**src/verilog/bp_cfg_pkg.sv**
```systemverilog
// geometry of the branch predictor tables and the pc
// used by the fetch and resolve stages and by the top level
package bp_cfg_pkg;

    // pc and instruction size
    parameter int PC_W       = 32;  // one word
    parameter int INSN_BYTES = 4;   // fixed-length instructions

    // byte offset bits below the word address are dropped before indexing
    parameter int IDX_LSB = $clog2(INSN_BYTES);

    // fall-through increment at full pc width
    parameter logic [PC_W-1:0] PC_INC = PC_W'(INSN_BYTES);

    // default table geometry that the top level can override
    parameter int BHT_INDEX_BITS_DEF = 8;  // 256 counters
    parameter int BTB_INDEX_BITS_DEF = 6;  // 64 targets

    // the BTB tag is what is left of the pc above the index
    // and is derived where BTB_INDEX_BITS is known

endpackage

```
**src/verilog/bp_counter_pkg.sv**
```systemverilog
// 2-bit saturating counter used in the branch history table
// state encoding and the next-state functions for training and allocation
package bp_counter_pkg;

    typedef logic [1:0] ctr_t;

    // top bit set means predict taken
    parameter ctr_t CTR_STRONG_T = 2'b11;
    parameter ctr_t CTR_WEAK_T   = 2'b10;
    parameter ctr_t CTR_WEAK_N   = 2'b01;
    parameter ctr_t CTR_STRONG_N = 2'b00;

    // saturating move toward the outcome
    function automatic ctr_t ctr_step(ctr_t ctr, logic taken);
        ctr_t nxt;
        nxt = ctr;
        if (taken && ctr != CTR_STRONG_T) begin
            nxt = ctr + 2'd1;  // count up
        end else if (!taken && ctr != CTR_STRONG_N) begin
            nxt = ctr - 2'd1;  // count down
        end
        return nxt;
    endfunction

    // first sighting of a branch, start weak on the observed side
    function automatic ctr_t ctr_alloc(logic taken);
        return taken ? CTR_WEAK_T : CTR_WEAK_N;
    endfunction

    // direction read out of a counter
    function automatic logic ctr_taken(ctr_t ctr);
        return ctr[1];
    endfunction

endpackage

```
**src/verilog/fetch_lookup.sv**
```systemverilog
// fetch-side lookup, turns the BHT and BTB reads for the fetch pc into a prediction
// drives the read-port-a indices of both tables and registers the result, latency 1
`timescale 1ns/1ns

module fetch_lookup #(
    parameter int BHT_INDEX_BITS = 8,
    parameter int BTB_INDEX_BITS = 6,
    parameter int TAG_W          = 24
) (
    input  logic                          clk,
    input  logic                          rst,
    // fetch strobe
    input  logic                          fetch_valid,
    input  logic [bp_cfg_pkg::PC_W-1:0]   fetch_pc,
    // table read addresses
    output logic [BHT_INDEX_BITS-1:0]     bht_index,
    output logic [BTB_INDEX_BITS-1:0]     btb_index,
    // table read data
    input  logic                          bht_valid,
    input  bp_counter_pkg::ctr_t          bht_ctr,
    input  logic                          btb_valid,
    input  logic [TAG_W-1:0]              btb_tag,
    input  logic [bp_cfg_pkg::PC_W-1:0]   btb_target,
    // registered prediction
    output logic                          pred_valid,
    output logic                          pred_taken,
    output logic [bp_cfg_pkg::PC_W-1:0]   pred_target
);

    logic                        btb_hit;
    logic                        taken_c;     // combinational direction
    logic [bp_cfg_pkg::PC_W-1:0] target_c;

    // word address slices, offset bits dropped
    assign bht_index = fetch_pc[bp_cfg_pkg::IDX_LSB +: BHT_INDEX_BITS];
    assign btb_index = fetch_pc[bp_cfg_pkg::IDX_LSB +: BTB_INDEX_BITS];

    // tag is everything above the btb index
    assign btb_hit = btb_valid && (btb_tag == fetch_pc[bp_cfg_pkg::PC_W-1 -: TAG_W]);

    // taken needs a valid counter leaning taken and a target to go to
    assign taken_c  = bht_valid && bp_counter_pkg::ctr_taken(bht_ctr) && btb_hit;
    assign target_c = taken_c ? btb_target : fetch_pc + bp_cfg_pkg::PC_INC;  // else fall through

    always_ff @(posedge clk or posedge rst) begin
        if (rst) begin
            pred_valid <= 1'b0;
            pred_taken <= 1'b0;
        end else begin
            pred_valid <= fetch_valid;              // one per fetch, no stall
            pred_taken <= fetch_valid && taken_c;   // low between predictions
        end
    end

    // target held until the next fetch
    always_ff @(posedge clk) begin
        if (fetch_valid) begin
            pred_target <= target_c;
        end
    end

endmodule

```
**config.mk**
```make
export PLATFORM = sky130hd
export DESIGN_NAME = fetch_lookup
export DESIGN_NICKNAME = d
export VERILOG_FILES = /design/src/verilog/bp_cfg_pkg.sv /design/src/verilog/bp_counter_pkg.sv /design/src/verilog/fetch_lookup.sv
export SDC_FILE = /design/constraint.sdc
export NUM_CORES = 1
export LEC_CHECK = 0
export BUFFER_PORTS_ARGS = -buffer_cell sky130_fd_sc_hd__buf_2
export CAP_MARGIN = 20
export CORE_MARGIN = 4
export CORE_UTILIZATION = 35
export CTS_CLUSTER_SIZE = 30
export DETAILED_ROUTE_END_ITERATION = 8
export GPL_ROUTABILITY_DRIVEN = 0
export PLACE_DENSITY_LB_ADDON = 0.12
export SYNTH_ARGS = -nofsm -noshare
export SYNTH_HDL_FRONTEND = slang
export SYNTH_SLANG_ARGS = --single-unit
```
**constraint.sdc**
```tcl
create_clock -name clk -period 0.8 [get_ports clk]
set_input_delay 0.04 -clock clk [delete_from_list [all_inputs] [get_ports clk]]
set_output_delay 0.04 -clock clk [all_outputs]
set_load 0.01 [all_outputs]
```
After elaboration in Yosys (flattened, before gate mapping)

Index checks and enable logic that the tools add are counted.

$add $sub $neg: 1
Equality and inequality tests: 1
Mux-type cells: 1
Reduce and logical (&&, ||, !) cells: 4

Operators with widths:

| kind                  | number |
|---|---|
| $add 32x3->32 const B | 1 |
| $mux 32               | 1 |
| $eq 24x24->1          | 1 |
| $logic_and 1x1->1     | 4 |

Register bits: 34
Logic and storage cells: 10

Depth between registers and ports, before layout

Depth in word-level cells: 4
Depth in mapped cells: 6

Worst setup path after synthesis

No wires, ideal clock.

Path type: input to register
From: input btb_tag[20]
To: register pred_target[22] in the netlist's numbering, data pin
Library setup time: 0.260 ns
Data arrival time: 1.403 ns
Required time: 0.540 ns
Setup slack: -0.863 ns
Stages: 6
Path buffers: 1
Cells stage by stage: xor2_1 -> nor4_1 -> nand4b_1 -> nor4_4 -> buf_6 -> mux2_2

Cells in the longest elaborated chain, start to end: 4

Ends and longest elaborated chain:

| item                  | RTL line           | source |
|---|---|---|
| start, declared       | fetch_lookup.sv:22 | `input logic [TAG_W-1:0] btb_tag,` |
| $eq 24x24->1          | fetch_lookup.sv:39 | `assign btb_hit = btb_valid && (btb_tag == fetch_pc[bp_cfg_pkg::PC_W-1 -: TAG_W]);` |
| $logic_and 1x1->1     | fetch_lookup.sv:39 |  |
| $logic_and 1x1->1     | fetch_lookup.sv:42 | `assign taken_c = bht_valid && bp_counter_pkg::ctr_taken(bht_ctr) && btb_hit;` |
| $mux 32               | fetch_lookup.sv:43 | `assign target_c = taken_c ? btb_target : fetch_pc + bp_cfg_pkg::PC_INC;` |
| via target_c, one bit | fetch_lookup.sv:32 | `logic [bp_cfg_pkg::PC_W-1:0] target_c;` |
| end signal, assigned  | fetch_lookup.sv:58 | `pred_target <= target_c;` |
| end, declared         | fetch_lookup.sv:27 | `output logic [bp_cfg_pkg::PC_W-1:0] pred_target` |

The timed path passes the listed nets, and every way through them passes these cells.
A chain may end at the register's enable or synchronous reset.

Worst setup path after layout

From: input fetch_pc[28] in the netlist's numbering
To: register pred_target[5] in the netlist's numbering, data pin

Cells in the longest elaborated chain, start to end: 4

Ends and longest elaborated chain:

| item                  | RTL line           | source |
|---|---|---|
| start, declared       | fetch_lookup.sv:14 | `input logic [bp_cfg_pkg::PC_W-1:0] fetch_pc,` |
| $eq 24x24->1          | fetch_lookup.sv:39 |  |
| $logic_and 1x1->1     | fetch_lookup.sv:39 |  |
| $logic_and 1x1->1     | fetch_lookup.sv:42 |  |
| $mux 32               | fetch_lookup.sv:43 |  |
| via target_c, one bit | fetch_lookup.sv:32 |  |

The timed path passes the listed nets, and every way through them passes these cells.

==> impl_metrics.toml <==
[outcome]
status = "finished, violations left"
violations = "negative setup slack"

[die]
boundaryPins = 143
floorplan.rows = 30
die-area_um2 = 8490
start_util = 0.363
fp.dieH_um = 92.2
core_um2 = 6830
die_w_um = 92.2

[timing]
fin_ws_ps = -827
period_share = 2.03
hold_violations = 0
max_freq_mhz = 615
finalMaxSlewViolations = 0
slew_headroom = 0.762
fin_setup_tns_ps = -25840
setup_viol = 67
worstMarginPinSlew_ps = 356
period_needed_ps = 1630
rsz0062_at_grt = "true"

[worst_setup_path]
cp.arrival_ps = 1660
startpoint_type = "input port"
cp.required_ps = 840
critPathMaxFanout = 5
cp-end-kind = "register"
crit_type = "in -> reg"

[cts]
cts_htree_levels = 2
cts_buffer_depth = 2
clkSlewWorstSetupHoldPaths_ps = 70
cts_sinks = 34
cts_made_buffers = 5
cts_tree = "yes"
cts_root_buf = "clkbuf_8"

[power_and_ir_drop]
finalPower_w = 0.00515
vdd_drop_max_mv = 0.752
power_density_nw_per_um2 = 1230
power_leakage_nw = 1.94

[yosys]
yosysWarnings = 0
synth_edf_count = 32
netlist_instances = 217
yosys_most_used_dff = "edfxtp_1"
syn_area_um2 = 2480
postSynthNetCount = 313
async_reset_ff_frac = 0.0588
ys_ff_latch = 34
syn_avg_cell_area_um2 = 11.4
yosysUniqueCellTypes = 30
yosysSeqAreaShare = 0.408

[global_routing]
overflow = 0
grt_max_degree = 19
grt.total_usage = 0.183
antenna_found_initial = 0
grt_pass1_vias = 2505
grt_pass1_wl_um = 12200

[final_layout]
final_net_count = 510
num_antenna_cells = 0
final_cells = 511
final_util = 0.614
area_delta_synth_final_pct = 69.4
nFillCells = 613
drive_above_1_share = 0.648

[routing]
drc = 0
vias = 2386
wl_um = 7700
routedWlPerCell_um = 15.1
first_pass_iters = 4
viasPerCell = 4.67
final_antenna_net_count = 0
drt_iter0_drc = 71

[job]
drv_cap = 0

[placed_design]
dp.cells = 495
io_buffers = 141
dpl.hpwl_um = 5950

[hold_path]
hold_path.class = "in -> reg"
-- cell usage after synthesis, types with 2 or more instances --
library cell	n	area (µm²)
and2_1	2	12.5
and3_1	5	31.3
and4_1	5	43.8
buf_4	14	105
buf_6	4	45.0
dfrtp_1	2	50.1
edfxtp_1	32	961
inv_1	6	22.5
mux2_1	4	45.0
mux2_2	27	304
nand2_1	7	26.3
nand3_1	10	50.1
nand4_1	9	56.3
nor2_1	10	37.5
nor3_1	7	35.0
nor4_1	9	56.3
xnor2_1	17	149
xor2_1	35	307
-- repair_timing --
| item | 4_1_cts | 5_1_grt |
|---|---|---|
| setup buffers | 9 | 0 |
| hold buffers | 1 | 0 |
| endpoints found under the setup margin | 67 | 67 |
| cloned | 1 | 0 |
| pin swaps | 12 | 9 |
| gates resized for setup | 63 | 20 |
| hold endpoints to repair | 2 | 0 |
-- cell families (layout without fill, tap and decap cells) --
logic type / Yosys count / count (layout) / share of synthesized area
flops: 34 / 34 / 0.408
buf+inv: 25 / 223 / 0.0712
fa+ha+maj: 1 / 1 / 0.00505
xor+xnor: 52 / 52 / 0.184
simple gates: 73 / 73 / 0.187
mux: 32 / 32 / 0.145
-- final timing paths --
check                             start        endpoint  slack [ps]  cells after the start
worst max-delay path       fetch_pc[28]  pred_target[5]        -830                      9
worst min-delay path        fetch_pc[0]  pred_target[0]          40                      2
max in group asynchronous           rst      pred_taken         560                      3
min in group asynchronous           rst      pred_valid         140                      3
-- metrics by stage --
| step | instance area, µm² | setup WS, ps | hold WS (ps) |
|---|---|---|---|
| 2_1_floorplan | 2480 | -863 | -219 |
| 4_1_cts | 4110 | -771 | 31.6 |
| 3_5_place_dp | 3630 | -1160 | -108 |
| 5_1_grt | 4200 | -919 | 39.6 |
| 6_report | 4200 | -827 | 41.4 |
| 3_3_place_gp | 3630 | -1110 | -113 |
-- sequential cells by signal (all words and copies together) (netlist names) --
| name | flops |
|---|---|
| pred_target | 32 |
| pred_taken | 1 |
| pred_valid | 1 |
-- final cells by class --
class | instances | area (µm²) | share of cell area
clock buffer | 8 | 110 | 0.0262
multi-input combinational | 158 | 1560 | 0.373
inverter | 6 | 22.5 | 0.00537
timing repair buffer | 209 | 1370 | 0.326
tap | 96 | 120 | 0.0286
sequential | 34 | 1010 | 0.241
-- cells in the final DEF (no fill, tap or decap), drive strengths merged --
| cell type | netlist | layout |
|---|---|---|
| buf | 18 | 208 |
| xor2 | 35 | 35 |
| edfxtp | 32 | 32 |
| mux2 | 31 | 31 |
| xnor2 | 17 | 17 |
| nor2 | 11 | 11 |
| nand3 | 10 | 10 |
| nand4 | 10 | 10 |
| nor4 | 10 | 10 |
| clkbuf | 1 | 8 |
| nor3 | 8 | 8 |
| nand2 | 7 | 7 |
| inv | 6 | 6 |
| and4 | 5 | 5 |
| and3 | 5 | 5 |
| and2 | 2 | 2 |
| dfrtp | 2 | 2 |
| nand2b | 1 | 1 |
| nand4bb | 1 | 1 |
| nand3b | 1 | 1 |
| nand4b | 1 | 1 |
| nor2b | 1 | 1 |
| mux2i | 1 | 1 |
| ha | 1 | 1 |
| dlygate4sd3 | 0 | 1 |
-- critical path, cell delays in order --
cell	delay [ps]
buf_8	110
xor2_4	180
nor4_2	280
nand4b_1	180
nor4_4	180
buf_4	170
buf_6	100
buf_8	120
mux2_4	300
-- metal layers --
layer / wire length, µm / vias up / global-route usage
met5: 0 / - / 0
met4: 87 / 0 / 0.0458
met3: 641 / 8 / 0.0525
met2: 3800 / 99 / 0.316
met1: 3170 / 1117 / 0.225
li1: - / 1162 / -
-- power breakdown --
part / switching [W] / internal, W / total (W) / leakage, nW
sequential: 0.0000310 / 0.00210 / 0.00213 / 0.339
clock: 0.000667 / 0.000871 / 0.00154 / 0.0575
combinational: 0.000669 / 0.000806 / 0.00148 / 1.55
total: 0.00137 / 0.00378 / 0.00515 / 1.94
No activity file was read; power rests on OpenSTA's default activity.
