### src/verilog/bp_cfg_pkg.sv
// geometry of the branch predictor tables and the pc
// used by the fetch and resolve stages and by the top level
package bp_cfg_pkg;

    // pc and instruction size
    parameter int PC_W       = 32;  // one word
    parameter int INSN_BYTES = 4;   // fixed-length instructions

    // byte offset bits below the word address are dropped before indexing
    parameter int IDX_LSB = $clog2(INSN_BYTES);

    // fall-through increment at full pc width
    parameter logic [PC_W-1:0] PC_INC = PC_W'(INSN_BYTES);

    // default table geometry that the top level can override
    parameter int BHT_INDEX_BITS_DEF = 8;  // 256 counters
    parameter int BTB_INDEX_BITS_DEF = 6;  // 64 targets

    // the BTB tag is what is left of the pc above the index
    // and is derived where BTB_INDEX_BITS is known

endpackage

### src/verilog/bp_counter_pkg.sv
// 2-bit saturating counter used in the branch history table
// state encoding and the next-state functions for training and allocation
package bp_counter_pkg;

    typedef logic [1:0] ctr_t;

    // top bit set means predict taken
    parameter ctr_t CTR_STRONG_T = 2'b11;
    parameter ctr_t CTR_WEAK_T   = 2'b10;
    parameter ctr_t CTR_WEAK_N   = 2'b01;
    parameter ctr_t CTR_STRONG_N = 2'b00;

    // saturating move toward the outcome
    function automatic ctr_t ctr_step(ctr_t ctr, logic taken);
        ctr_t nxt;
        nxt = ctr;
        if (taken && ctr != CTR_STRONG_T) begin
            nxt = ctr + 2'd1;  // count up
        end else if (!taken && ctr != CTR_STRONG_N) begin
            nxt = ctr - 2'd1;  // count down
        end
        return nxt;
    endfunction

    // first sighting of a branch, start weak on the observed side
    function automatic ctr_t ctr_alloc(logic taken);
        return taken ? CTR_WEAK_T : CTR_WEAK_N;
    endfunction

    // direction read out of a counter
    function automatic logic ctr_taken(ctr_t ctr);
        return ctr[1];
    endfunction

endpackage

### src/verilog/branch_resolver.sv
// resolve-side training unit
// a branch retiring from execute updates the BHT counter and, when taken, the BTB entry
// the misprediction decision and redirect pc come out one cycle later
`timescale 1ns/1ns

module branch_resolver #(
    parameter int BHT_INDEX_BITS = 8,
    parameter int BTB_INDEX_BITS = 6,
    parameter int TAG_W          = 24
) (
    input  logic                          clk,
    input  logic                          rst,
    // resolve strobe from execute
    input  logic                          res_valid,
    input  logic [bp_cfg_pkg::PC_W-1:0]   res_pc,
    input  logic                          res_taken,
    input  logic [bp_cfg_pkg::PC_W-1:0]   res_target,
    input  logic                          res_pred_taken,   // carried from fetch
    input  logic [bp_cfg_pkg::PC_W-1:0]   res_pred_target,
    // BHT read port b
    output logic [BHT_INDEX_BITS-1:0]     bht_rd_index,
    input  logic                          bht_rd_valid,
    input  bp_counter_pkg::ctr_t          bht_rd_ctr,
    // BHT write port
    output logic                          bht_wr_en,
    output logic [BHT_INDEX_BITS-1:0]     bht_wr_index,
    output bp_counter_pkg::ctr_t          bht_wr_ctr,
    // BTB write port
    output logic                          btb_wr_en,
    output logic [BTB_INDEX_BITS-1:0]     btb_wr_index,
    output logic [TAG_W-1:0]              btb_wr_tag,
    output logic [bp_cfg_pkg::PC_W-1:0]   btb_wr_target,
    // redirect to fetch
    output logic                          mispredict,
    output logic [bp_cfg_pkg::PC_W-1:0]   redirect_pc
);

    logic                        dir_wrong;
    logic                        tgt_wrong;
    logic                        mispredict_c;
    logic [bp_cfg_pkg::PC_W-1:0] redirect_c;

    // current counter for the retiring branch
    assign bht_rd_index = res_pc[bp_cfg_pkg::IDX_LSB +: BHT_INDEX_BITS];

    // counter update, write lands at the end of this cycle
    assign bht_wr_en    = res_valid;
    assign bht_wr_index = bht_rd_index;  // same slot as the read
    assign bht_wr_ctr   = bht_rd_valid ? bp_counter_pkg::ctr_step(bht_rd_ctr, res_taken)
                                       : bp_counter_pkg::ctr_alloc(res_taken);  // first sight

    // btb only learns taken targets
    assign btb_wr_en     = res_valid && res_taken;
    assign btb_wr_index  = res_pc[bp_cfg_pkg::IDX_LSB +: BTB_INDEX_BITS];
    assign btb_wr_tag    = res_pc[bp_cfg_pkg::PC_W-1 -: TAG_W];
    assign btb_wr_target = res_target;

    // wrong direction, or taken both ways but to a different place
    assign dir_wrong    = res_taken != res_pred_taken;
    assign tgt_wrong    = res_taken && res_pred_taken && (res_target != res_pred_target);
    assign mispredict_c = res_valid && (dir_wrong || tgt_wrong);
    assign redirect_c   = res_taken ? res_target : res_pc + bp_cfg_pkg::PC_INC;

    always_ff @(posedge clk or posedge rst) begin
        if (rst) begin
            mispredict <= 1'b0;
        end else begin
            mispredict <= mispredict_c;  // one-cycle strobe
        end
    end

    // redirect pc only loaded by a resolve
    always_ff @(posedge clk) begin
        if (res_valid) begin
            redirect_pc <= redirect_c;
        end
    end

endmodule

### config.mk
export PLATFORM = sky130hd
export DESIGN_NAME = branch_resolver
export DESIGN_NICKNAME = d
export VERILOG_FILES = /design/src/verilog/bp_cfg_pkg.sv /design/src/verilog/bp_counter_pkg.sv /design/src/verilog/branch_resolver.sv
export SDC_FILE = /design/constraint.sdc
export NUM_CORES = 1
export LEC_CHECK = 0
export ABC_AREA = 1
export BUFFER_PORTS_ARGS = -buffer_cell sky130_fd_sc_hd__buf_2
export CORE_UTILIZATION = 47
export CTS_CLUSTER_DIAMETER = 40
export DETAILED_ROUTE_END_ITERATION = 6
export PLACE_DENSITY = 0.88
export RECOVER_POWER = 100
export SLEW_MARGIN = 20
export SYNTH_ARGS = -nofsm -noshare
export SYNTH_HDL_FRONTEND = slang
export SYNTH_SLANG_ARGS = --single-unit
### constraint.sdc
create_clock -name clk -period 2.2 [get_ports clk]
set_input_delay 0.11 -clock clk [delete_from_list [all_inputs] [get_ports clk]]
set_output_delay 0.11 -clock clk [all_outputs]
set_load 0.02 [all_outputs]
After elaboration in Yosys (flattened, before gate mapping)
Index checks and enable logic that the tools add are counted.
{ "word_totals": {"ff_bits": 33, "output_inout_bits": 115, "elab_cells": 22, "input_bits": 104} }
{ "op_classes": {"eq_ne": 3, "mux": 5, "n_reduce_logical": 9, "add_sub_neg": 3} }
{ "ops": {"columns": ["op", "count"], "rows": [
  ["$add A32 B3 Y32 const B", 1],
  ["$mux W32", 1],
  ["$ne A32 B32 Y1", 1],
  ["$mux W2", 4],
  ["$logic_and A1 B1 Y1", 6],
  ["$add A2 B1 Y2 const B", 1],
  ["$ne A2 B2 Y1 const B", 1],
  ["$reduce_bool A2 Y1", 1],
  ["$sub A2 B1 Y2 const B", 1],
  ["$logic_not A1 Y1", 1],
  ["$logic_or A1 B1 Y1", 1],
  ["$ne A1 B1 Y1", 1]
]} }

Depth between registers and ports, before layout
Gate-level depths: netlist of run 1.
{ "depth": {"word_depth": 5, "depth_mapped": 11, "depth_no_buf": 11} }

Worst setup path after synthesis of run 1
Ideal clock, no wire load.
{ "synth_path": {"kind": "in2reg", "startpoint": "input port res_pc[2] in the netlist's numbering", "endpoint": "register redirect_pc[24] in the netlist's numbering (data pin)", "path_stages": 11, "arrival_time_ns": 1.055, "n_path_buf": 0, "path_slack_ns": 0.893, "required_time_ns": 1.948, "setup_time_ns": 0.252, "cell_sequence": "ha_1 nand3_2 inv_2 nand2_2 inv_2 nand2_4 nor2_4 nand2_2 xor2_1 nand2_1 nand2_1"} }
{ "synth_via": {"elab_chain_cells": 2} }
{ "synth_lines": {"columns": ["item", "line", "rtl"], "rows": [
  ["from (decl)", "branch_resolver.sv:15", "input logic [bp_cfg_pkg::PC_W-1:0] res_pc,"],
  ["$add A32 B3 Y32", "branch_resolver.sv:62", "assign redirect_c = res_taken ? res_target : res_pc + bp_cfg_pkg::PC_INC;"],
  ["$mux W32", "branch_resolver.sv:62", null],
  ["named net redirect_c, one bit", "branch_resolver.sv:41", "logic [bp_cfg_pkg::PC_W-1:0] redirect_c;"],
  ["to (signal assigned)", "branch_resolver.sv:75", "redirect_pc <= redirect_c;"],
  ["to (decl)", "branch_resolver.sv:35", "output logic [bp_cfg_pkg::PC_W-1:0] redirect_pc"]
]} }
The timed path passes the listed nets, and every way through them passes these cells.
A chain may end at the register's enable or synchronous reset.

Worst setup path after layout of run 1
Same ends and word-level chain as after synthesis.

==> results by group, run 1 <==
Outcome
  • Status: complete, no violations

Logic synthesis
  • Synth Cell Area: approximately 3300 µm²
  • Proportion of synthesized chip area in sequential cells: 29.6%
  • Most used DFF post-synth: edfxtp_1
  • Avg Inst Size Synth: approximately 7.4 µm²
  • Ys Warns: 0
  • Synthesis-stage register bit count: 33
  • Syn Nets: around 560
  • Synth Instances: 450
  • Async S/R FF share, synth: a little over 3%
  • Cell variety after synth: 35
  • Post-synth EDFFs: 32

Die
  • FP Rows: 30
  • Die ar.: ~7400 µm²
  • Core Footprint: 6830 µm²
  • Die Height: roughly 86 µm
  • Initial core utilization: approximately 49%
  • Die X: 86.2 µm
  • I/O Pins: 219

Setup path
  • CP top delay family: simple AND/OR/NAND/NOR gates
  • CP Buf/Inv Count: 3
  • Slowest CP cell: ha_1
  • Crit path launch type: input pin
  • Peak fanout along the critical path: 6
  • Worst Path Arrival: about 1700 ps
  • CP cell instances: clkbuf_1 -> ha_1 -> nand3_1 -> inv_1 -> nand2_1 -> inv_1 -> nand2_4 -> nor2_4 -> nand2_1 -> xor2_1 -> nand2_1 -> nand2_1
  • First element of the critical path: res_pc[2]
  • WS Path Type: input pin to flip-flop
  • Setup crit end kind: flip-flop
  • Worst stage delay on the critical path: ~280 ps
  • Cell repeated most along the worst path: nand2_1
  • Data required time of the worst path: between 2000 and 2500 ps

Placement
  • Port Buffers: around 220
  • DP HPWL: about 8000 µm
  • Worst slack, placed: between 500 and 600 ps
  • Final GP Congestion: approximately 0.95

Pwr
  • Peak supply drop: around 260 µV
  • Clk pwr share: about a quarter
  • P_leak: 0.00173 µW
  • Combinational share of power: a little over a third
  • P_sw: between 700 and 800 µW
  • Pwr/cell area: between 400 and 500 nW/µm²
  • Net Sw Frac: a little under two fifths
  • Flop pwr share: about two fifths
  • Pint: 1190 µW

Clock network
  • Post-CTS Setup Inserts: 0
  • Cells resized by post-CTS repair: 0
  • Hold-fix buffers at CTS: 1
  • H-tree depth: 2
  • Clock transition at path regs: approximately 70 ps
  • Number of buffers created by CTS: 5
  • CTS Root Cell: clkbuf_8
  • Sink Count: 33
  • CTS tree: done
  • Clock buffer depth: 2

Route
  • Via density: 4.82
  • Vias: between 3000 and 4000
  • WL per Instance: between 10 and 15 µm
  • DR iter-0 viols: around 210
  • Routed WL: a little under 10000 µm
  • Routed Antenna Nets: 0
  • Number of remaining DRC errors: 0
  • DRT Pass-1 Iters: 4

Timing
  • Final setup fails: 0
  • Upper clock frequency limit: between 600 and 700 MHz
  • Final hold vios: 0
  • Final worst slack: approximately 570 ps
  • Final worst-path cycle share: between 70 and 80%
  • Rel. slew slack: around 30%
  • Final Slew Violations: 0
  • RSZ-0062 raised after global routing: false
  • Setup TNS: 0 ps
  • Fin crit period: approximately 1600 ps
  • Worst-Margin Slew: about 1100 ps

Min path
  • Min-Delay Path Class: input pin to flip-flop
  • Hold Crit Start: res_pc[0]
  • Hold EP: redirect_pc[0]
  • Hold path cells: 3

Run
  • Max-cap violations: 0

Cells and area
  • Final net count: roughly 700
  • Area delta synth->final: 14.7%
  • Layout cells sized above 1: 21.5%
  • # diodes: 0
  • Commonest non-fill, non-tap cell in the layout: nand2_1
  • Most frequent cells in the layout: 128 x nand2_1, 120 x clkbuf_1, 99 x buf_2
  • Fin util: ~56%

Global routing
  • First-pass GRT wire length: 14600 µm
  • Initial antenna violation count: 0
  • Grt total ovfl: 0
  • Vias in the first global route: 3067
  • Gr usage total: around 26%
  • Largest net degree at the start of global routing: 28
-- flip-flops by register name (all words and copies together) (netlist names) --
signal,flops
redirect_pc,32
mispredict,1
-- metal layers --
| layer | track usage [%] | share of wire, % |
|---|---|---|
| met5 | 0 | 0 |
| met4 | 7.42 | 1.3 |
| met3 | 4.38 | 6.5 |
| met2 | 46.2 | 50 |
| met1 | 31.8 | 42 |
-- final cells by class --
type / count / area [µm²]
fill: 740 / 3010
multi-input combinational: 286 / 1490
sequential: 33 / 986
timing repair buffer: 222 / 972
inverter: 45 / 169
tap: 96 / 120
clock buffer: 6 / 72.6
clock inverter: 2 / 10.0
-- cells by family (layout without fill, tap and decap cells) --
kind of cell	after synthesis	after routing	synth area share, %
XOR/XNOR	42	42	11.0
AND/OR/NAND/NOR	201	201	28.0
flip-flops	33	33	29.6
AO/OA/AOI/OAI	39	39	6.12
buffers and inverters	131	275	23.8
adder cells (fa/ha/maj)	4	4	1.50
-- power by group through the flow --
stage	registers [µW]	clock network [µW]	logic, µW
3_3_place_gp	784	0	696
5_1_grt	780	489	730
4_1_cts	773	452	716
6_report	775	448	675
3_5_place_dp	786	0	711
2_1_floorplan	864	0	402
-- cell usage after synthesis, types with 2 or more instances --
cell type    n  share of area (%)
xnor2_1     27                7.1
a31oi_1      2               0.38
clkbuf_1     3               0.34
nand3_2      4                1.2
o21ai_0     17                2.6
xor2_1      15                3.9
nor3_4       3                1.5
nor2_2       3               0.56
nand2_1    125                 14
o21ai_1      7                1.1
inv_2        9                1.0
nand3_1      8                1.2
inv_1       35                3.9
nor2_1      36                4.1
buf_2        3               0.45
nand2_2      7                1.3
a21oi_1     10                1.5
nor2_4       6                2.0
ha_1         4                1.5
buf_4       79                 18
edfxtp_1    32                 29
nand2_4      2               0.68
-- per-stage QoR --
step	cells	hold WS (ps)	total power (µW)	cell area, µm²
finish	690	123	1900	3820
floorplan	450	-161	1270	3330
detailed placement	681	-47.6	1500	3940
global route	690	123	2000	3820
global placement	681	-54.1	1480	3940
CTS	690	111	1940	4040
-- how the worst max path moves through the flow --
stage,endpoint,cells after the start
after global routing,redirect_pc[26],11
after CTS,redirect_pc[24],12
after floorplan,redirect_pc[24],11
after detailed placement,redirect_pc[24],12
final,redirect_pc[24],12
after global placement,redirect_pc[24],12
No activity file was read; power rests on OpenSTA's default activity.
==> run 2, diff against run 1 <==
CORE_UTILIZATION = 43   (was 47)
PLACE_DENSITY = 0.82   (was 0.88)
clock period = 1.61 ns   (was 2.2 ns; I/O delays follow)
==> results by group, run 2 (synthesis results as in run 1) <==
Route
  • Routed WL: between 9000 and 10000 µm
  • DRT Pass-1 Iters: 4
  • DR iter-0 viols: 94
  • Via density: roughly 4.7
  • WL per Instance: approximately 13 µm
  • Number of remaining DRC errors: 0
  • Vias: ~3200
  • Routed Antenna Nets: 0

Die
  • Initial core utilization: between 40% and 50%
  • Die Height: between 90 and 100 µm
  • Die X: 90.0 µm
  • I/O Pins: 219
  • Core Footprint: between 7000 and 8000 µm²
  • Die ar.: 8110 µm²
  • FP Rows: 31

Cells and area
  • FF+latch area: a little under 1000 µm²
  • # diodes: 0
  • Biggest regs: redirect_pc (32), mispredict (1)
  • Register with the most flip-flops: redirect_pc
  • Area of the multi-input gates: ~1500 µm²
  • Fillers: 785
  • Final net count: approximately 700
  • Area delta synth->final: 16.1%
  • Commonest non-fill, non-tap cell in the layout: nand2_1
  • Post-route insts no fill: roughly 700
  • Layout cells sized above 1: 23.7%
  • Number of flip-flops in the largest register: 32
  • Most frequent cells in the layout: 125 x nand2_1, 118 x clkbuf_1, 102 x buf_2

Setup path
  • CP Buf/Inv Count: 2
  • Worst stage delay on the critical path: 690 ps
  • CP top delay family: buffers and inverters
  • Worst Path Arrival: around 1400 ps
  • Slowest CP cell: clkbuf_1
  • CP cell instances: clkbuf_1 -> clkbuf_2
  • WS Path Type: input pin to flip-flop
  • Peak fanout along the critical path: 20
  • Setup crit end kind: flip-flop
  • Data required time of the worst path: 1530 ps
  • Crit path launch type: input pin

Clock network
  • Clock transition at path regs: about 70 ps
  • CTS tree: done
  • H-tree depth: 2
  • Post-CTS Setup Inserts: 0
  • Sink Count: 33
  • Cells resized by post-CTS repair: 0
  • Number of buffers created by CTS: 5
  • CTS Root Cell: clkbuf_8
  • Clock buffer depth: 2

Placement
  • Final GP Congestion: roughly 0.93
  • Placed Cells: a little under 700
  • Port Buffers: 218
  • DP HPWL: between 7000 and 8000 µm

Global routing
  • Grt total ovfl: 0
  • Largest net degree at the start of global routing: 46
  • Gr usage total: 22.4%
  • Initial antenna violation count: 0
  • Vias in the first global route: between 3000 and 4000
  • First-pass GRT wire length: 14400 µm

Min path
  • Min-Delay Path Class: input pin to flip-flop

Pwr
  • Peak supply drop: about 300 µV
  • Clk pwr share: a little under a quarter
  • P_leak: around 0.0018 µW
  • Flop pwr share: just over 40%
  • Pint: approximately 1600 µW
  • P_sw: 956 µW
  • Combinational share of power: between 30% and 40%
  • Net Sw Frac: a little under two fifths
  • Pwr/cell area: between 600 and 700 nW/µm²

Timing
  • Final Slew Violations: 0
  • Worst-Margin Slew: ~950 ps
  • Rel. slew slack: between 30% and 40%
  • Setup TNS: 0 ps
  • Final setup fails: 0
  • Fin crit period: ~1400 ps
  • RSZ-0062 raised after global routing: false
  • Upper clock frequency limit: between 600 and 700 MHz
  • Final hold vios: 0
  • Final worst-path cycle share: 88.9%

Outcome
  • Status: complete, no violations

Run
  • Max-cap violations: 0
==> run 2: changes by cell type in the layout (fill, tap and decap cells not counted), sizes merged <==
cell	delta
buf	+3
clkbuf	-1
clkinv	-1
inv	+1
==> run 2: worst paths after layout <==
| path | cells after the start | to | slack [ps] | from |
|---|---|---|---|---|
| max | 2 | redirect_pc[23] | 180 | res_valid |
| min | 3 | redirect_pc[1] | 100 | res_pc[1] |
| max in group asynchronous | 3 | mispredict | 1350 | rst |
| min in group asynchronous | 3 | mispredict | 180 | rst |
==> run 2: cell type report <==
cell class / instances / share of cell area (%)
timing repair buffer: 224 / 25.4
inverter: 45 / 4.36
clock inverter: 2 / 0.259
clock buffer: 6 / 1.87
sequential: 33 / 25.5
multi-input combinational: 286 / 39.4
tap: 99 / 3.20
==> run 2: per-stage QoR <==
step / util [%] / hold WS [ps] / setup WS, ps / power (µW) / cell area, µm²
3_5_place_dp: 54.1 / -79.4 / 64.9 / 2050 / 3990
3_3_place_gp: 54.1 / -85.3 / 99.0 / 2030 / 3990
4_1_cts: 55.4 / 93.2 / 363 / 2660 / 4080
5_1_grt: 52.5 / 107 / 100 / 2730 / 3870
2_1_floorplan: - / -191 / 332 / 1730 / 3330
6_report: 52.5 / 98.0 / 178 / 2580 / 3870
==> run 2: layer usage <==
layer / vias up / share of wire (%) / global-route usage (%)
met3: 8 / 6.3 / 5.33
met5: - / 0 / 0
met2: 126 / 50 / 40.1
met1: 1485 / 43 / 26.8
li1: 1617 / - / -
met4: 0 / 0.85 / 5.91
==> run 2: what timing repair did <==
action                                  in CTS  in global routing
endpoints found under the setup margin       0                  0
hold endpoints to repair                     1                  0
hold buffers                                 1                  0
==> run 2: power by group through the flow <==
stage,clock [µW],sequential (µW),combinational (µW)
3_3_place_gp,0,1070,958
3_5_place_dp,0,1070,977
4_1_cts,626,1060,982
5_1_grt,668,1070,992
6_report,609,1060,916
2_1_floorplan,0,1180,549
==> run 3, diff against run 2 <==
CORE_ASPECT_RATIO = 0.7   (was not set)
==> results by group, run 3 (synthesis results as in run 1) <==
Cells and area
  • Final net count: 704
  • Area delta synth->final: 16.6%
  • Most frequent cells in the layout: 128 x nand2_1, 115 x clkbuf_1, 104 x buf_2
  • Layout cells sized above 1: between 20% and 30%
  • Biggest regs: redirect_pc (32), mispredict (1)
  • Number of flip-flops in the largest register: 32
  • Final Cell Area: a little under 4000 µm²
  • Fillers: about 800
  • Commonest non-fill, non-tap cell in the layout: nand2_1
  • # diodes: 0
  • Register with the most flip-flops: redirect_pc

Die
  • Die X: ~110 µm
  • Initial core utilization: a little under half
  • Die ar.: roughly 8000 µm²
  • Core Footprint: 7380 µm²
  • FP Rows: 26
  • I/O Pins: about 220
  • Die Height: approximately 76 µm

Setup path
  • Slowest CP cell: ha_1
  • WS Path Type: input pin to flip-flop
  • Crit path launch type: input pin
  • CP cell instances: buf_2 -> ha_1 -> nand3_1 -> inv_1 -> nand2_1 -> inv_2 -> nand2_4 -> nor2_4 -> nand2_2 -> xor2_1 -> nand2_1 -> nand2_1
  • Data required time of the worst path: between 1500 and 2000 ps
  • CP Buf/Inv Count: 3
  • Worst Path Arrival: 1380 ps
  • Setup crit end kind: flip-flop
  • Worst stage delay on the critical path: 170 ps
  • Peak fanout along the critical path: 5
  • CP top delay family: simple AND/OR/NAND/NOR gates
  • Cell repeated most along the worst path: nand2_1

Route
  • Routed Antenna Nets: 0
  • Number of remaining DRC errors: 0
  • DRT Pass-1 Iters: 4
  • Via density: approximately 4.7
  • Routed WL: 9710 µm
  • WL per Instance: ~14 µm
  • DR iter-0 viols: about 150
  • Vias: 3239

Outcome
  • Status: complete, no violations

Placement
  • Final GP Congestion: roughly 0.86
  • Post-DP Area: 3980 µm²
  • Port Buffers: approximately 220
  • DP HPWL: between 8000 and 9000 µm
  • Worst slack, placed: between 80 and 90 ps

Timing
  • Worst-Margin Slew: 974 ps
  • Upper clock frequency limit: 754 MHz
  • Final hold vios: 0
  • Hold WS: 81.1 ps
  • Rel. slew slack: a little over a third
  • Final setup fails: 0
  • Final worst-path cycle share: around 82%
  • Final worst slack: ~280 ps
  • Fin crit period: roughly 1300 ps
  • Final Slew Violations: 0
  • Setup TNS: 0 ps
  • RSZ-0062 raised after global routing: false

Pwr
  • Peak supply drop: 311 µV
  • Pwr/cell area: between 600 and 700 nW/µm²
  • P_leak: ~0.0018 µW
  • Total power draw: 2590 µW

Clock network
  • H-tree depth: 2
  • Cells resized by post-CTS repair: 0
  • CTS tree: done
  • Sink Count: 33
  • CTS Root Cell: clkbuf_8
  • Clock buffer depth: 2
  • Clock transition at path regs: 70 ps
  • Number of buffers created by CTS: 5

Global routing
  • Gr usage total: 23.1%
  • Grt total ovfl: 0
  • First-pass GRT wire length: 14000 µm
  • Vias in the first global route: 2937
  • Initial antenna violation count: 0
  • Largest net degree at the start of global routing: 36

Run
  • Max-cap violations: 0

Min path
  • Min-Delay Path Class: input pin to flip-flop
run 3: final cells by class:
| cell class | count | area (µm²) | area share (%) |
|---|---|---|---|
| inverters | 45 | 169 | 4.35 |
| well taps | 98 | 123 | 3.16 |
| clock buffers | 5 | 68.8 | 1.77 |
| multi-input cells | 286 | 1530 | 39.4 |
| clock inverters | 3 | 12.5 | 0.322 |
| repair buffers | 225 | 997 | 25.7 |
| flip-flops and latches | 33 | 986 | 25.4 |
run 3: final timing paths:
| kind | startpoint | endpoint | slack [ps] | cells after the start |
|---|---|---|---|---|
| setup / recovery | res_pc[3] | redirect_pc[24] | 280 | 12 |
| hold / removal | res_pc[1] | redirect_pc[1] | 80 | 3 |
| max in group asynchronous | rst | mispredict | 1340 | 3 |
| min in group asynchronous | rst | mispredict | 180 | 3 |
run 3: through the flow:
| step | std cells | utilization [%] |
|---|---|---|
| 5_1_grt | 695 | 52.6 |
| 4_1_cts | 695 | 55.2 |
| 2_1_floorplan | 450 | - |
| 3_5_place_dp | 686 | 53.9 |
| 3_3_place_gp | 686 | 53.9 |
| 6_report | 695 | 52.6 |
run 3: what timing repair did:
action | in CTS | in global routing
hold buffers | 1 | 0
endpoints found under the hold margin | 1 | 0
buffers inserted | 0 | 0
run 3: report_power, final:
part | switching (µW) | leakage (µW) | total [µW] | internal (µW)
combinational | 626 | 0.00140 | 921 | 295
clock | 315 | 0.0000430 | 606 | 291
sequential | 22.7 | 0.000325 | 1060 | 1040
run 3: layer usage:
layer  GRT usage (%)  share of wire [%]  wire length, µm
met1            28.8                 45             4330
met2            41.6                 46             4480
met3            4.79                8.1              789
met4            5.78                1.2              112
met5               0                  0                0
